[src/rtl/rx_intf_params.svh]
// rx interface parameters
`ifndef RX_INTF_PARAMS_SVH
`define RX_INTF_PARAMS_SVH

// stream word and decoder byte
`define RX_WORD_WIDTH      64
`define RX_BYTE_WIDTH      8
`define RX_BYTES_PER_WORD  8

// word buffer
`define RX_FIFO_DEPTH      16
`define RX_FIFO_ADDR_WIDTH 4
// room kept for a data word in flight, the flush word and the trailer
`define RX_FIFO_RESERVE    3

// trailer field positions
`define RX_TRL_FCS_BIT     0
`define RX_TRL_OVF_BIT     1
`define RX_TRL_SN_LSB      16
`define RX_TRL_CNT_LSB     32

`endif

[src/rtl/rx_intf_pkg.sv]
// rx interface types
`include "rx_intf_params.svh"

package rx_intf_pkg;

  // one stream word
  typedef logic [`RX_WORD_WIDTH-1:0] rx_word_t;

  // one decoder byte
  typedef logic [`RX_BYTE_WIDTH-1:0] rx_byte_t;

  // packet serial number
  typedef logic [15:0] rx_sn_t;

  // received byte count
  typedef logic [15:0] rx_len_t;

  // producer states
  typedef enum logic [1:0] {
    PACK_IDLE,
    PACK_COLLECT,
    PACK_FLUSH,
    PACK_TRAILER
  } rx_pack_state_t;

endpackage

[src/rtl/rx_intf_ifs.sv]
// rx word interfaces
`timescale 1ns/1ps

// producer to buffer
interface rx_word_wr_if;
  import rx_intf_pkg::*;

  rx_word_t word;
  logic     word_strobe;
  logic     word_last;
  logic     fulln;

  modport src (output word, output word_strobe, output word_last, input fulln);
  modport snk (input word, input word_strobe, input word_last, output fulln);
endinterface

// buffer to consumer, show-ahead
interface rx_word_rd_if;
  import rx_intf_pkg::*;

  rx_word_t word;
  logic     word_last;
  logic     emptyn;
  logic     rd_en;

  modport src (output word, output word_last, output emptyn, input rd_en);
  modport snk (input word, input word_last, input emptyn, output rd_en);
endinterface

[src/rtl/rx_byte_packer.sv]
// rx byte packer
`timescale 1ns/1ps
`include "rx_intf_params.svh"

module rx_byte_packer (
  input  logic                  clk,
  input  logic                  rst,
  input  logic                  pkt_header_valid,
  input  logic                  pkt_header_valid_strobe,
  input  logic                  byte_in_strobe,
  input  logic                  fcs_in_strobe,
  input  logic                  fcs_ok,
  input  rx_intf_pkg::rx_byte_t byte_in,
  rx_word_wr_if.src             wr
);
  import rx_intf_pkg::*;

  localparam int LANE_W = $clog2(`RX_BYTES_PER_WORD);
  localparam logic [LANE_W-1:0] LAST_LANE = LANE_W'(`RX_BYTES_PER_WORD - 1);

  rx_pack_state_t    state;
  rx_word_t          acc;
  rx_word_t          acc_next;
  logic [LANE_W-1:0] lane;
  rx_len_t           byte_cnt;
  rx_sn_t            sn;
  logic              fcs_ok_q;
  logic              ovf;
  logic              pkt_start;

  assign pkt_start = pkt_header_valid_strobe & pkt_header_valid;

  function automatic rx_word_t make_trailer(input logic fcs, input logic ovf_flag,
                                            input rx_sn_t sn_val, input rx_len_t cnt);
    rx_word_t t;
    t = '0;
    t[`RX_TRL_FCS_BIT] = fcs;
    t[`RX_TRL_OVF_BIT] = ovf_flag;
    t[`RX_TRL_SN_LSB +: $bits(rx_sn_t)] = sn_val;
    t[`RX_TRL_CNT_LSB +: $bits(rx_len_t)] = cnt;
    return t;
  endfunction

  // current byte dropped into its lane
  always_comb
  begin
    acc_next = acc;
    acc_next[lane*`RX_BYTE_WIDTH +: `RX_BYTE_WIDTH] = byte_in;
  end

  always_ff @(posedge clk)
  begin
    if (rst)
    begin
      state          <= PACK_IDLE;
      wr.word_strobe <= 1'b0;
      wr.word_last   <= 1'b0;
      lane           <= '0;
      byte_cnt       <= '0;
      sn             <= '0;
      ovf            <= 1'b0;
      fcs_ok_q       <= 1'b0;
    end
    else
    begin
      wr.word_strobe <= 1'b0;
      wr.word_last   <= 1'b0;
      case (state)
        PACK_IDLE, PACK_COLLECT:
        begin
          if (pkt_start)
          begin
            state    <= PACK_COLLECT;
            acc      <= '0;
            lane     <= '0;
            byte_cnt <= '0;
            ovf      <= 1'b0;
          end
          else if (state == PACK_COLLECT && fcs_in_strobe)
          begin
            fcs_ok_q       <= fcs_ok;
            wr.word_strobe <= 1'b1;
            if (lane != '0)
            begin
              // upper lanes of acc are still zero
              wr.word <= acc;
              state   <= PACK_FLUSH;
            end
            else
            begin
              wr.word      <= make_trailer(fcs_ok, ovf, sn, byte_cnt);
              wr.word_last <= 1'b1;
              state        <= PACK_TRAILER;
            end
          end
          else if (state == PACK_COLLECT && byte_in_strobe)
          begin
            byte_cnt <= byte_cnt + 1'b1;
            lane     <= lane + 1'b1;
            if (lane == LAST_LANE)
            begin
              // full word, dropped when the buffer is short of room
              wr.word        <= acc_next;
              wr.word_strobe <= wr.fulln;
              ovf            <= ovf | ~wr.fulln;
              acc            <= '0;
            end
            else
            begin
              acc <= acc_next;
            end
          end
        end
        PACK_FLUSH:
        begin
          wr.word        <= make_trailer(fcs_ok_q, ovf, sn, byte_cnt);
          wr.word_strobe <= 1'b1;
          wr.word_last   <= 1'b1;
          state          <= PACK_TRAILER;
        end
        PACK_TRAILER:
        begin
          // trailer is on the bus this cycle
          sn    <= sn + 1'b1;
          state <= PACK_IDLE;
        end
        default:
        begin
          state <= PACK_IDLE;
        end
      endcase
    end
  end

endmodule

[src/rtl/rx_word_fifo.sv]
// rx word buffer
`timescale 1ns/1ps
`include "rx_intf_params.svh"

module rx_word_fifo (
  input  logic      clk,
  input  logic      rst,
  rx_word_wr_if.snk wr,
  rx_word_rd_if.src rd
);
  import rx_intf_pkg::*;

  localparam int AW = `RX_FIFO_ADDR_WIDTH;
  localparam int CW = AW + 1;
  localparam logic [CW-1:0] DEPTH = CW'(`RX_FIFO_DEPTH);
  // fulln drops once only the reserve is left
  localparam logic [CW-1:0] FULLN_LIMIT = CW'(`RX_FIFO_DEPTH - `RX_FIFO_RESERVE);

  rx_word_t      mem_word [`RX_FIFO_DEPTH];
  logic          mem_last [`RX_FIFO_DEPTH];
  logic [AW-1:0] wr_ptr;
  logic [AW-1:0] rd_ptr;
  logic [CW-1:0] count;
  logic          push;
  logic          pop;

  assign push = wr.word_strobe && (count != DEPTH);
  assign pop  = rd.rd_en && rd.emptyn;

  assign rd.emptyn = (count != '0);
  assign wr.fulln  = (count < FULLN_LIMIT);

  // head entry shown ahead of the pop
  assign rd.word      = mem_word[rd_ptr];
  assign rd.word_last = mem_last[rd_ptr];

  always_ff @(posedge clk)
  begin
    if (push)
    begin
      mem_word[wr_ptr] <= wr.word;
      mem_last[wr_ptr] <= wr.word_last;
    end
  end

  // pointers wrap on their own width
  always_ff @(posedge clk)
  begin
    if (rst)
    begin
      wr_ptr <= '0;
      rd_ptr <= '0;
      count  <= '0;
    end
    else
    begin
      if (push)
        wr_ptr <= wr_ptr + 1'b1;
      if (pop)
        rd_ptr <= rd_ptr + 1'b1;
      case ({push, pop})
        2'b10:   count <= count + 1'b1;
        2'b01:   count <= count - 1'b1;
        default: count <= count;
      endcase
    end
  end

endmodule

[src/rtl/rx_stream_out.sv]
// rx stream output stage
`timescale 1ns/1ps

module rx_stream_out (
  input  logic                  clk,
  input  logic                  rst,
  rx_word_rd_if.snk             rd,
  input  logic                  m00_axis_tready,
  output logic                  m00_axis_tvalid,
  output logic                  m00_axis_tlast,
  output logic                  rx_pkt_intr,
  output rx_intf_pkg::rx_word_t m00_axis_tdata
);

  logic load;
  logic last_accept;

  // refill when the register is empty or drains this cycle
  assign load = rd.emptyn && (!m00_axis_tvalid || m00_axis_tready);

  // pop the head in the same cycle it is loaded
  assign rd.rd_en = load;

  // end of packet handshake
  assign last_accept = m00_axis_tvalid && m00_axis_tready && m00_axis_tlast;

  // output word and its last flag
  always_ff @(posedge clk)
  begin
    if (load)
    begin
      m00_axis_tdata <= rd.word;
      m00_axis_tlast <= rd.word_last;
    end
  end

  always_ff @(posedge clk)
  begin
    if (rst)
    begin
      m00_axis_tvalid <= 1'b0;
    end
    else if (load)
    begin
      m00_axis_tvalid <= 1'b1;
    end
    else if (m00_axis_tready)
    begin
      // accepted with nothing behind it
      m00_axis_tvalid <= 1'b0;
    end
  end

  // one pulse per packet, the cycle after the trailer leaves
  always_ff @(posedge clk)
  begin
    if (rst)
    begin
      rx_pkt_intr <= 1'b0;
    end
    else
    begin
      rx_pkt_intr <= last_accept;
    end
  end

endmodule

[src/rtl/rx_intf.sv]
// rx interface top
`timescale 1ns/1ps

module rx_intf (
  input  logic                  clk,
  input  logic                  rst,
  input  logic                  pkt_header_valid,
  input  logic                  pkt_header_valid_strobe,
  input  rx_intf_pkg::rx_byte_t byte_in,
  input  logic                  byte_in_strobe,
  input  logic                  fcs_in_strobe,
  input  logic                  fcs_ok,
  input  logic                  m00_axis_tready,
  output logic                  m00_axis_tvalid,
  output rx_intf_pkg::rx_word_t m00_axis_tdata,
  output logic                  m00_axis_tlast,
  output logic                  rx_pkt_intr
);

  rx_word_wr_if wr_if ();
  rx_word_rd_if rd_if ();

  // decoder bytes to words and trailer
  rx_byte_packer packer_i (
    .clk                     (clk),
    .rst                     (rst),
    .pkt_header_valid        (pkt_header_valid),
    .pkt_header_valid_strobe (pkt_header_valid_strobe),
    .byte_in_strobe          (byte_in_strobe),
    .fcs_in_strobe           (fcs_in_strobe),
    .fcs_ok                  (fcs_ok),
    .byte_in                 (byte_in),
    .wr                      (wr_if.src)
  );

  rx_word_fifo fifo_i (
    .clk (clk),
    .rst (rst),
    .wr  (wr_if.snk),
    .rd  (rd_if.src)
  );

  // stream toward the dma
  rx_stream_out stream_i (
    .clk             (clk),
    .rst             (rst),
    .rd              (rd_if.snk),
    .m00_axis_tready (m00_axis_tready),
    .m00_axis_tvalid (m00_axis_tvalid),
    .m00_axis_tlast  (m00_axis_tlast),
    .rx_pkt_intr     (rx_pkt_intr),
    .m00_axis_tdata  (m00_axis_tdata)
  );

endmodule

[config.mk]
export PLATFORM = sky130hd
export DESIGN_NAME = rx_intf
export DESIGN_NICKNAME = d
export VERILOG_FILES = /design/src/rtl/rx_intf_pkg.sv /design/src/rtl/rx_intf_ifs.sv /design/src/rtl/rx_byte_packer.sv /design/src/rtl/rx_word_fifo.sv /design/src/rtl/rx_stream_out.sv /design/src/rtl/rx_intf.sv
export VERILOG_INCLUDE_DIRS = /design/src /design/src/rtl
export SDC_FILE = /design/constraint.sdc
export NUM_CORES = 1
export LEC_CHECK = 0
export BUFFER_PORTS_ARGS = -buffer_cell sky130_fd_sc_hd__buf_4
export CAP_MARGIN = 20
export CORE_MARGIN = 2
export CORE_UTILIZATION = 62
export DETAILED_ROUTE_END_ITERATION = 7
export GPL_ROUTABILITY_DRIVEN = 0
export GPL_TIMING_DRIVEN = 0
export PLACE_DENSITY = 0.79
export SYNTH_ARGS = -nofsm -noshare
export SYNTH_HDL_FRONTEND = slang
export SYNTH_SLANG_ARGS = --single-unit
[constraint.sdc]
create_clock -name clk -period 7.7 [get_ports clk]
set_clock_uncertainty 0.05 [all_clocks]
set_input_delay 1.54 -clock clk [delete_from_list [all_inputs] [get_ports clk]]
set_output_delay 1.54 -clock clk [all_outputs]
set_load 0.005 [all_outputs]
After elaboration in Yosys (flattened, before gate mapping). Memories as Yosys holds them, arrays and structs flattened. A register that Yosys moved wholly into a read port is not among the register bits. Index checks and enable logic that the tools add are counted. W data, S select, Z words.

Register bits after elaboration: 184. Bits in writable memories: 1040. Input port bits: 16. Output and inout port bits: 67. Memories: 2.

Memories: fifo_i.mem_word (depth 16, width 64, read ports 1, clocked after Yosys merged registers in 1, write ports 1, RTL line rx_word_fifo.sv:19) `` rx_word_t mem_word [`RX_FIFO_DEPTH]; ``; fifo_i.mem_last (depth 16, width 1, read ports 1, clocked after Yosys merged registers in 1, write ports 1, RTL line rx_word_fifo.sv:20) `` logic mem_last [`RX_FIFO_DEPTH]; ``.

$add $sub $neg: 8. $lt $le $gt $ge: 1. Eq/ne operators: 12. Shifts and indexed selects: 2. Mux-type cells: 38. Bitwise logic cells: 5. Reduce and logical (&&, ||, !) cells: 23.

Operator list (number): $mux W64 (8); $pmux W64 S2 (1); $bwmux W64 (1); $shift A8 B34 Y64 const A (1); $shiftx A8 B34 Y64 (1); $mux W16 (3); $neg A6 Y34 (1); $add A16 B1 Y16 const B (2); $mux W1 (16); $pmux W5 S2 (1); $reduce_bool A2 Y1 (5); $mux W3 (3); $ne A3 B1 Y1 const B (3); $add A4 B1 Y4 const B (2); $reduce_and A4 Y1 (2); $logic_and A1 B1 Y1 (7); $eq A2 B2 Y1 const B (3); $pmux W2 S3 (1); $reduce_and A3 Y1 (2); $add A5 B1 Y5 const B (1); $lt A5 B4 Y1 const B (1); $ne A5 B5 Y1 const B (1); $reduce_and A5 Y1 (1); $reduce_bool A5 Y1 (1); 16 further kinds (21).

Longest topological paths before layout. Gate-level depths: netlist of the first run.

Word-level depth: 8. Depth in mapped cells: 10.

Cells and area by module. A second synthesis of the first run with hierarchy kept.

Cells, all modules: 2373. Area total of the unflattened synthesis: 50041.7 um^2.

By module, submodules not included: rx_word_fifo (times used 1, cells an instance 1560, area an instance 39945.8 um^2, sequential area each 31570.3 um^2); rx_byte_packer (times used 1, cells an instance 741, area an instance 8065.2 um^2, sequential area each 4664.5 um^2); rx_stream_out (times used 1, cells an instance 72, area an instance 2030.7 um^2, sequential area each 1991.9 um^2).

Worst setup path after synthesis of the first run. No wires, ideal clock.

Path kind: reg-to-reg. Start point: register fifo_i.count[0]. End point: memory fifo_i.mem_last[0] (enable). Arrival time: 5433 ps. Required time: 7082 ps. Setup slack: 1649 ps. Cell stages (with the launch flop): 5. Path through: dfxtp_1 -> nor4_1 -> a21boi_1 -> nand2_1 -> nor3_1.

Longest elaborated chain between the ends: 4.

RTL lines: from (decl) (RTL line rx_word_fifo.sv:23) `logic [CW-1:0] count;`; from (signal assigned) (RTL line rx_word_fifo.sv:62) `2'b10: count <= count + 1'b1;`; from (signal assigned) (RTL line rx_word_fifo.sv:63) `2'b01: count <= count - 1'b1;`; from (signal assigned) (RTL line rx_word_fifo.sv:64) `default: count <= count;`; $ne A5 B5 Y1 (RTL line rx_word_fifo.sv:27) `assign push = wr.word_strobe && (count != DEPTH);`; $logic_and A1 B1 Y1 (RTL line rx_word_fifo.sv:27); $mux W1 (RTL line rx_word_fifo.sv:39) `if (push)`; $mux W1 (implied by the code) (RTL line rx_word_fifo.sv:42) `mem_last[wr_ptr] <= wr.word_last;`; to (decl) (RTL line rx_word_fifo.sv:20).

No other way between the ends.

Final worst setup path of the first run.
Start point: input m00_axis_tready. End point: register fifo_i.count[4].

Longest elaborated chain between the ends: 5. Elaborated cells between the ends (all ways): 7. Classes of those cells: 2 x eq/ne; 1 x mux; 4 x reduce/logical.

RTL lines: from (decl) (RTL line rx_intf.sv:13) `input logic m00_axis_tready,`; $logic_or A1 B1 Y1 * (RTL line rx_stream_out.sv:19) `assign load = rd.emptyn && (!m00_axis_tvalid || m00_axis_tready);`; $logic_and A1 B1 Y1 * (RTL line rx_stream_out.sv:19); $logic_and A1 B1 Y1 * (RTL line rx_word_fifo.sv:28) `assign pop = rd.rd_en && rd.emptyn;`; via fifo_i.pop (RTL line rx_word_fifo.sv:25) `logic pop;`; $eq A2 B1 Y1 or $eq A2 B2 Y1 (tied branches) (RTL line rx_word_fifo.sv:61) `case ({push, pop})`; $pmux W5 S2 or $reduce_bool A2 Y1 (tied branches).

Mark *: on every way through the listed nets, which the timed path passes. The rest lies on a longest branch. A chain may end at the register's enable or synchronous reset.

==> out/metrics.cfg, run 1 <==
[sta]
final_hold_viol_count = 0
fin_setup_tns_ns = 0
slew_headroom = 0.170
period_share = 0.561
finalCriticalPeriod_ns = 4.32
worstMarginPinSlew_ns = 1.25
whs_ns = 0.426
setup_violations = 0
slew_viol_final = 0
rsz0062_at_grt = false
fmax_ghz = 0.232

[synth]
synth_cell_types = 66
synth_nets = 2563
async_flop_share = 0
synthFlopType = edfxtp_1
synth_edf_count = 1233
synth_area_per_cell_um2 = 19.6
synth_area_leader_cell = edfxtp_1
syn-cell-area_um2 = 49700
synth_top_area_share = 0.745
yosysSeqAreaShare = 0.768
ys_ff_latch = 1289
synth_area_leaders = edfxtp_1 (75%), mux4_2 (12%), dfxtp_1 (2.3%), a22oi_1 (2.3%), nand2_1 (1.2%)
yosys_warnings = 0
syn_inst = 2530

[die]
placementRows = 103
fp.coreArea_um2 = 79100
io_pins = 83
dieArea_um2 = 82400
die_w_um = 287
die_y_um = 287
start_util = 0.628

[finish]
nets = 2835
drive_above_1_share = 0.232
area_growth_pct = 14.3
layoutNonFillerInstCount = 3953
fin_area_um2 = 56800
nFillCells = 4400

[power]
p_leak_nw = 18.2
power_mw = 17.4
ir_worst_vdd_mv = 0.210
power.density_nw_per_um2 = 306

[global_routing]
globalRouteOverflowTotal = 0
track_usage = 0.311
grt_max_degree = 35
grt_antenna_before_repair = 5
grt_pass1_vias = 27716
grt_pass1_wl_mm = 184

[run]
drv_cap = 0

[place]
io_buffers = 82
placed_cell_area_um2 = 52800
place_inst = 3729
hpwl_mm = 75.3

[detailed_routing]
vias = 27330
drt_iter0_drc = 4601
route.met3.wl_mm = 14.2
postRouteAntennaNets = 0
drt_first_pass_iters = 6
routed_wl_mm = 126
detail_route.drc_violations = 0
via_per_inst = 6.91
highest_layer = met5
wl_met1_mm = 44.4
drt-wirelength-per-cell_um = 31.9
wl_met2_mm = 61.9

[worst_hold_path]
hold_depth = 2
hp-class = reg2reg

[clock_network]
cts_tree = built
h-tree-depth = 3
post-cts-setup-buffers = 0
clk_path_buf_depth = 3
clock_latency_ns = 0.70
cts.clk_slew.worst_paths_ns = 0.07
postCtsHoldBufs = 0
root_buffer = clkbuf_16
cts.sinks = 1289
cts_buffers = 119
cts_resized = 0

[worst_setup_path]
worst_ep_required_time_ns = 8.22
timing.rr.end = fifo_i.count[4]
cp_max_fo = 34
critPathLaunch = m00_axis_tready
cp-start-kind = input pin
criticalPathCategory = in2reg
crit_end = fifo_i.count[4]
r2r_start = fifo_i.count[0]
end_kind = flop
cp_data_arrival_time_ns = 4.84
worstRegToRegCells = 10
rrSetupSlack_ns = 3.72

[run_status]
status = finished clean

power breakdown:
part	switching, mW	internal [mW]
Clock	2.56	3.41
Sequential	0.136	8.00
Combinational	1.78	1.47
Total	4.48	12.9
synthesized netlist by cell type, drive strengths merged, types with 3 or more instances:
library cell and instances:
edfxtp 1233, mux4 260, nand2 163, a22oi 149, nor2 146, clkbuf 82
a21oi 78, buf 59, dfxtp 56, mux2i 39, o22ai 22, inv 18
and2 16, ha 16, nand3 16, nor2b 15, a22o 14, o21ai 13
or3 12, xor2 12, xnor2 11, nor3 10, nand2b 9, o211ai 8
and3 5, a21boi 4, and3b 4, and4 4, nor4 4, nor4bb 4
mux2 3, nand4 3, nand4bb 3, nor4b 3, o2111ai 3, o21a 3
or4 3
routing by layer:
| layer | vias up | GRT usage |
|---|---|---|
| met5 | - | 0 |
| met2 | 2091 | 0.502 |
| li1 | 10861 | - |
| met1 | 13999 | 0.426 |
| met3 | 375 | 0.0575 |
| met4 | 4 | 0.127 |
critical path, stage by stage:
cell,delay [ns]
buf_4,0.11
nand2b_1,0.22
o21ai_1,0.23
inv_4,0.47
buf_16,0.32
ha_1,0.32
inv_1,0.11
fa_1,0.40
nand2b_1,0.17
a21oi_1,0.20
mux2i_1,0.36
mux2_2,0.39
area by class of cell:
class | instances | area [µm²] | area share
Antenna cell | 2 | 5.00 | 0.0000881
Buffer | 141 | 597 | 0.0105
Clock buffer | 149 | 3200 | 0.0564
Clock inverter | 71 | 739 | 0.0130
Inverter | 18 | 70.1 | 0.00123
Multi-Input combinational cell | 1082 | 11000 | 0.194
Sequential cell | 1289 | 38100 | 0.672
Tap cell | 1050 | 1310 | 0.0231
Timing Repair Buffer | 151 | 1730 | 0.0304
worst min path at each step:
stage	start	end	slack, ns
after floorplan	packer_i.fcs_ok_q	packer_i.fcs_ok_q	0.39
after global placement	packer_i.fcs_ok_q	packer_i.fcs_ok_q	0.41
after detailed placement	packer_i.fcs_ok_q	packer_i.fcs_ok_q	0.41
after CTS	packer_i.fcs_ok_q	packer_i.fcs_ok_q	0.42
after global routing	packer_i.byte_cnt[14]	packer_i.byte_cnt[14]	0.46
final	packer_i.fcs_ok_q	packer_i.fcs_ok_q	0.43
cell families after synthesis:
family	after synthesis	share of synthesized area
multiplexers	302	0.126
adder cells (fa/ha/maj)	17	0.00443
XOR/XNOR	23	0.00405
AND/OR/NAND/NOR	432	0.0412
buffers and inverters	159	0.0134
flip-flops	1289	0.768
AO/OA/AOI/OAI	308	0.0427
registers in the layout (all words and copies together) (netlist names), 5 cells and up:
name and cells:
fifo_i.count 5, fifo_i.mem_last 16, fifo_i.mem_word 1024, packer_i.acc 64, packer_i.byte_cnt 16, packer_i.sn 16
packer_i.wr.word 64, stream_i.m00_axis_tdata 64
through the flow:
step,utilization,setup WS (ns)
2_1_floorplan,-,1.65
3_3_place_gp,0.652,-3.42
3_5_place_dp,0.667,2.76
4_1_cts,0.717,3.37
5_1_grt,0.718,3.25
6_report,0.718,3.38
cell usage in the layout, fill, tap and decap left out, types with 18 or more instances in the layout:
cell | synthesis | final
edfxtp_1 | 1233 | 1233
a22oi_1 | 149 | 149
clkbuf_16 | 0 | 122
buf_12 | 0 | 28
buf_6 | 2 | 31
dfxtp_1 | 56 | 56
a21oi_1 | 77 | 77
nand2_1 | 163 | 163
buf_4 | 0 | 86
clkbuf_1 | 82 | 104
mux4_2 | 260 | 260
mux2i_1 | 39 | 39
buf_2 | 42 | 42
clkinv_2 | 0 | 23
clkinv_1 | 0 | 18
o22ai_1 | 22 | 22
nor2_1 | 143 | 129
(Power assumes the default switching activity.)
==> run 2: changes to the inputs <==
Clock period 7.7 ns to 4.5 ns, I/O delays scaled along.
==> run 2 against run 1 <==
Net effect:
- utilization up 0.23 points
- register-to-register slack got worse by 2.9 ns
- via count hardly changed
==> out/metrics.cfg, run 2 (synthesis gave the netlist of run 1 again) <==
[run_status]
status = finished clean  ; unchanged

[die]
placementRows = 103  ; unchanged
dieArea_um2 = 82400  ; unchanged
die_w_um = 287  ; unchanged
start_util = 0.628  ; unchanged
die_y_um = 287  ; unchanged
io_pins = 83  ; unchanged
fp.coreArea_um2 = 79100  ; unchanged

[finish]
largest_register_ffs = 1024  ; unchanged
final_cell_mix = edfxtp_1 (1233), mux4_2 (260), nand2_1 (163), a22oi_1 (149), nor2_1 (129)  ; unchanged
area_growth_pct = 14.7  ; was 14.3%
layout_commonest_cell = edfxtp_1  ; unchanged
regMostFlops = fifo_i.mem_word  ; unchanged
nets = 2830  ; was 2835
layoutNonFillerInstCount = 3951  ; was 3953
fin_area_um2 = 57000  ; was 56800 µm²
fin_util = 0.720  ; was 0.718
drive_above_1_share = 0.229  ; was 0.232

[clock_network]
postCtsHoldBufs = 0  ; unchanged
cts.clk_slew.worst_paths_ns = 0.07  ; about the same
post-cts-setup-buffers = 0  ; unchanged
h-tree-depth = 3  ; unchanged
clk_path_buf_depth = 3  ; unchanged
cts.sinks = 1289  ; unchanged
clock_latency_ns = 0.72  ; was 0.70 ns
cts_buffers = 118  ; was 119
cts_tree = built  ; unchanged
root_buffer = clkbuf_16  ; unchanged
cts_resized = 0  ; unchanged

[place]
placed_cell_area_um2 = 53100  ; was 52800 µm²
hpwl_mm = 77.8  ; was 75.3 mm
place_inst = 3726  ; was 3729
dp_worst_setup_slack_ns = 0.541  ; was 2.76 ns
io_buffers = 82  ; unchanged

[detailed_routing]
postRouteAntennaNets = 0  ; unchanged
via_per_inst = 6.91  ; about the same
vias = 27304  ; was 27330
drt-wirelength-per-cell_um = 32.2  ; was 31.9 µm
detail_route.drc_violations = 0  ; unchanged
drt_first_pass_iters = 6  ; unchanged
routed_wl_mm = 127  ; was 126 mm
drt_iter0_drc = 4363  ; was 4601

[worst_setup_path]
cp-start-kind = flop  ; was input pin
cp_data_arrival_time_ns = 4.22  ; was 4.84 ns
timing.rr.end = fifo_i.count[4]  ; unchanged
worstRegToRegCells = 9  ; was 10
crit_end = fifo_i.count[4]  ; unchanged
criticalPathCategory = reg2reg  ; was in2reg
end_kind = flop  ; unchanged
rrSetupSlack_ns = 0.84  ; was 3.72 ns
r2r_start = fifo_i.count[0]  ; unchanged
worst_ep_required_time_ns = 5.05  ; was 8.22 ns
cp_max_fo = 32  ; was 34
critPathLaunch = fifo_i.count[0]  ; was m00_axis_tready

[sta]
whs_ns = 0.419  ; was 0.426 ns
slew_viol_final = 0  ; unchanged
finalCriticalPeriod_ns = 3.66
slew_headroom = 0.298  ; was 0.170
rsz0062_at_grt = false  ; unchanged
final_hold_viol_count = 0  ; unchanged
timing.final.ws_setup_ns = 0.839  ; was 3.38 ns
worstMarginPinSlew_ns = 1.05  ; was 1.25 ns
fmax_ghz = 0.273
setup_violations = 0  ; unchanged
period_share = 0.814

[worst_hold_path]
hold_depth = 3  ; was 2
hp-start = fcs_ok  ; was packer_i.fcs_ok_q
hp-class = in2reg  ; was reg2reg

[power]
power.density_nw_per_um2 = 520  ; was 306 nW/µm²
ir_worst_vdd_mv = 0.362  ; was 0.210 mV
p_leak_nw = 18.3  ; was 18.2 nW

[global_routing]
track_usage = 0.315  ; was 0.311
grt_pass1_vias = 27594  ; was 27716
globalRouteOverflowTotal = 0  ; unchanged
grt_max_degree = 36  ; was 35
grt_antenna_before_repair = 5  ; unchanged
grt_pass1_wl_mm = 185  ; was 184 mm

[run]
drv_cap = 0  ; unchanged

run 2: cell types whose count changed in the layout (fill, tap and decap cells not counted), sizes merged:
cell / before / now
clkinvlp: 9 / 4
buf: 210 / 206
clkinv: 44 / 48
clkbuf: 231 / 234
bufinv: 14 / 13
diode: 2 / 3
run 2: metrics by stage:
stage                     power (mW)  TNS [ns]
final                           29.6         0
after global routing            30.4         0
after detailed placement        19.7         0
after CTS                       29.7         0
after global placement          19.4  -3246.09
after floorplan                 17.6         0
run 2: power by group:
part | leakage [nW] | internal, mW | switching, mW
clock | 1.90 | 5.72 | 4.38
sequential | 11.6 | 13.7 | 0.228
combinational | 4.73 | 2.52 | 3.08
total | 18.3 | 21.9 | 7.68
run 2: worst min path at each step:
| stage | endpoint | slack, ns |
|---|---|---|
| floorplan | packer_i.fcs_ok_q | 0.39 |
| global placement | packer_i.fcs_ok_q | 0.41 |
| detailed placement | packer_i.fcs_ok_q | 0.40 |
| CTS | packer_i.fcs_ok_q | 0.41 |
| global route | packer_i.fcs_ok_q | 0.43 |
| finish | packer_i.fcs_ok_q | 0.42 |
run 2: critical path, cell delays in order, from the launching register on:
cell	delay, ns
dfxtp_1	0.36
or4_1	0.67
o21ai_1	0.44
inv_4	0.32
ha_1	0.39
ha_1	0.36
nand2b_1	0.09
a21oi_1	0.22
mux2i_1	0.26
mux2_2	0.36
run 2: area by class of cell:
cell class | instances | area (µm²)
Tap cell | 1050 | 1310
Antenna cell | 3 | 7.51
Timing Repair Buffer | 147 | 1970
Inverter | 18 | 70.1
Clock buffer | 152 | 3170
Multi-Input combinational cell | 1082 | 11000
Buffer | 141 | 597
Clock inverter | 69 | 688
Fill cell | 4402 | 22100
Sequential cell | 1289 | 38100
run 2: layer usage:
| layer | GRT usage | wire length [µm] | vias to the layer above |
|---|---|---|---|
| li1 | - | - | 10860 |
| met1 | 0.429 | 44500 | 13967 |
| met2 | 0.502 | 61800 | 2076 |
| met3 | 0.0748 | 15700 | 391 |
| met4 | 0.121 | 5280 | 10 |
| met5 | 0 | 58 | - |
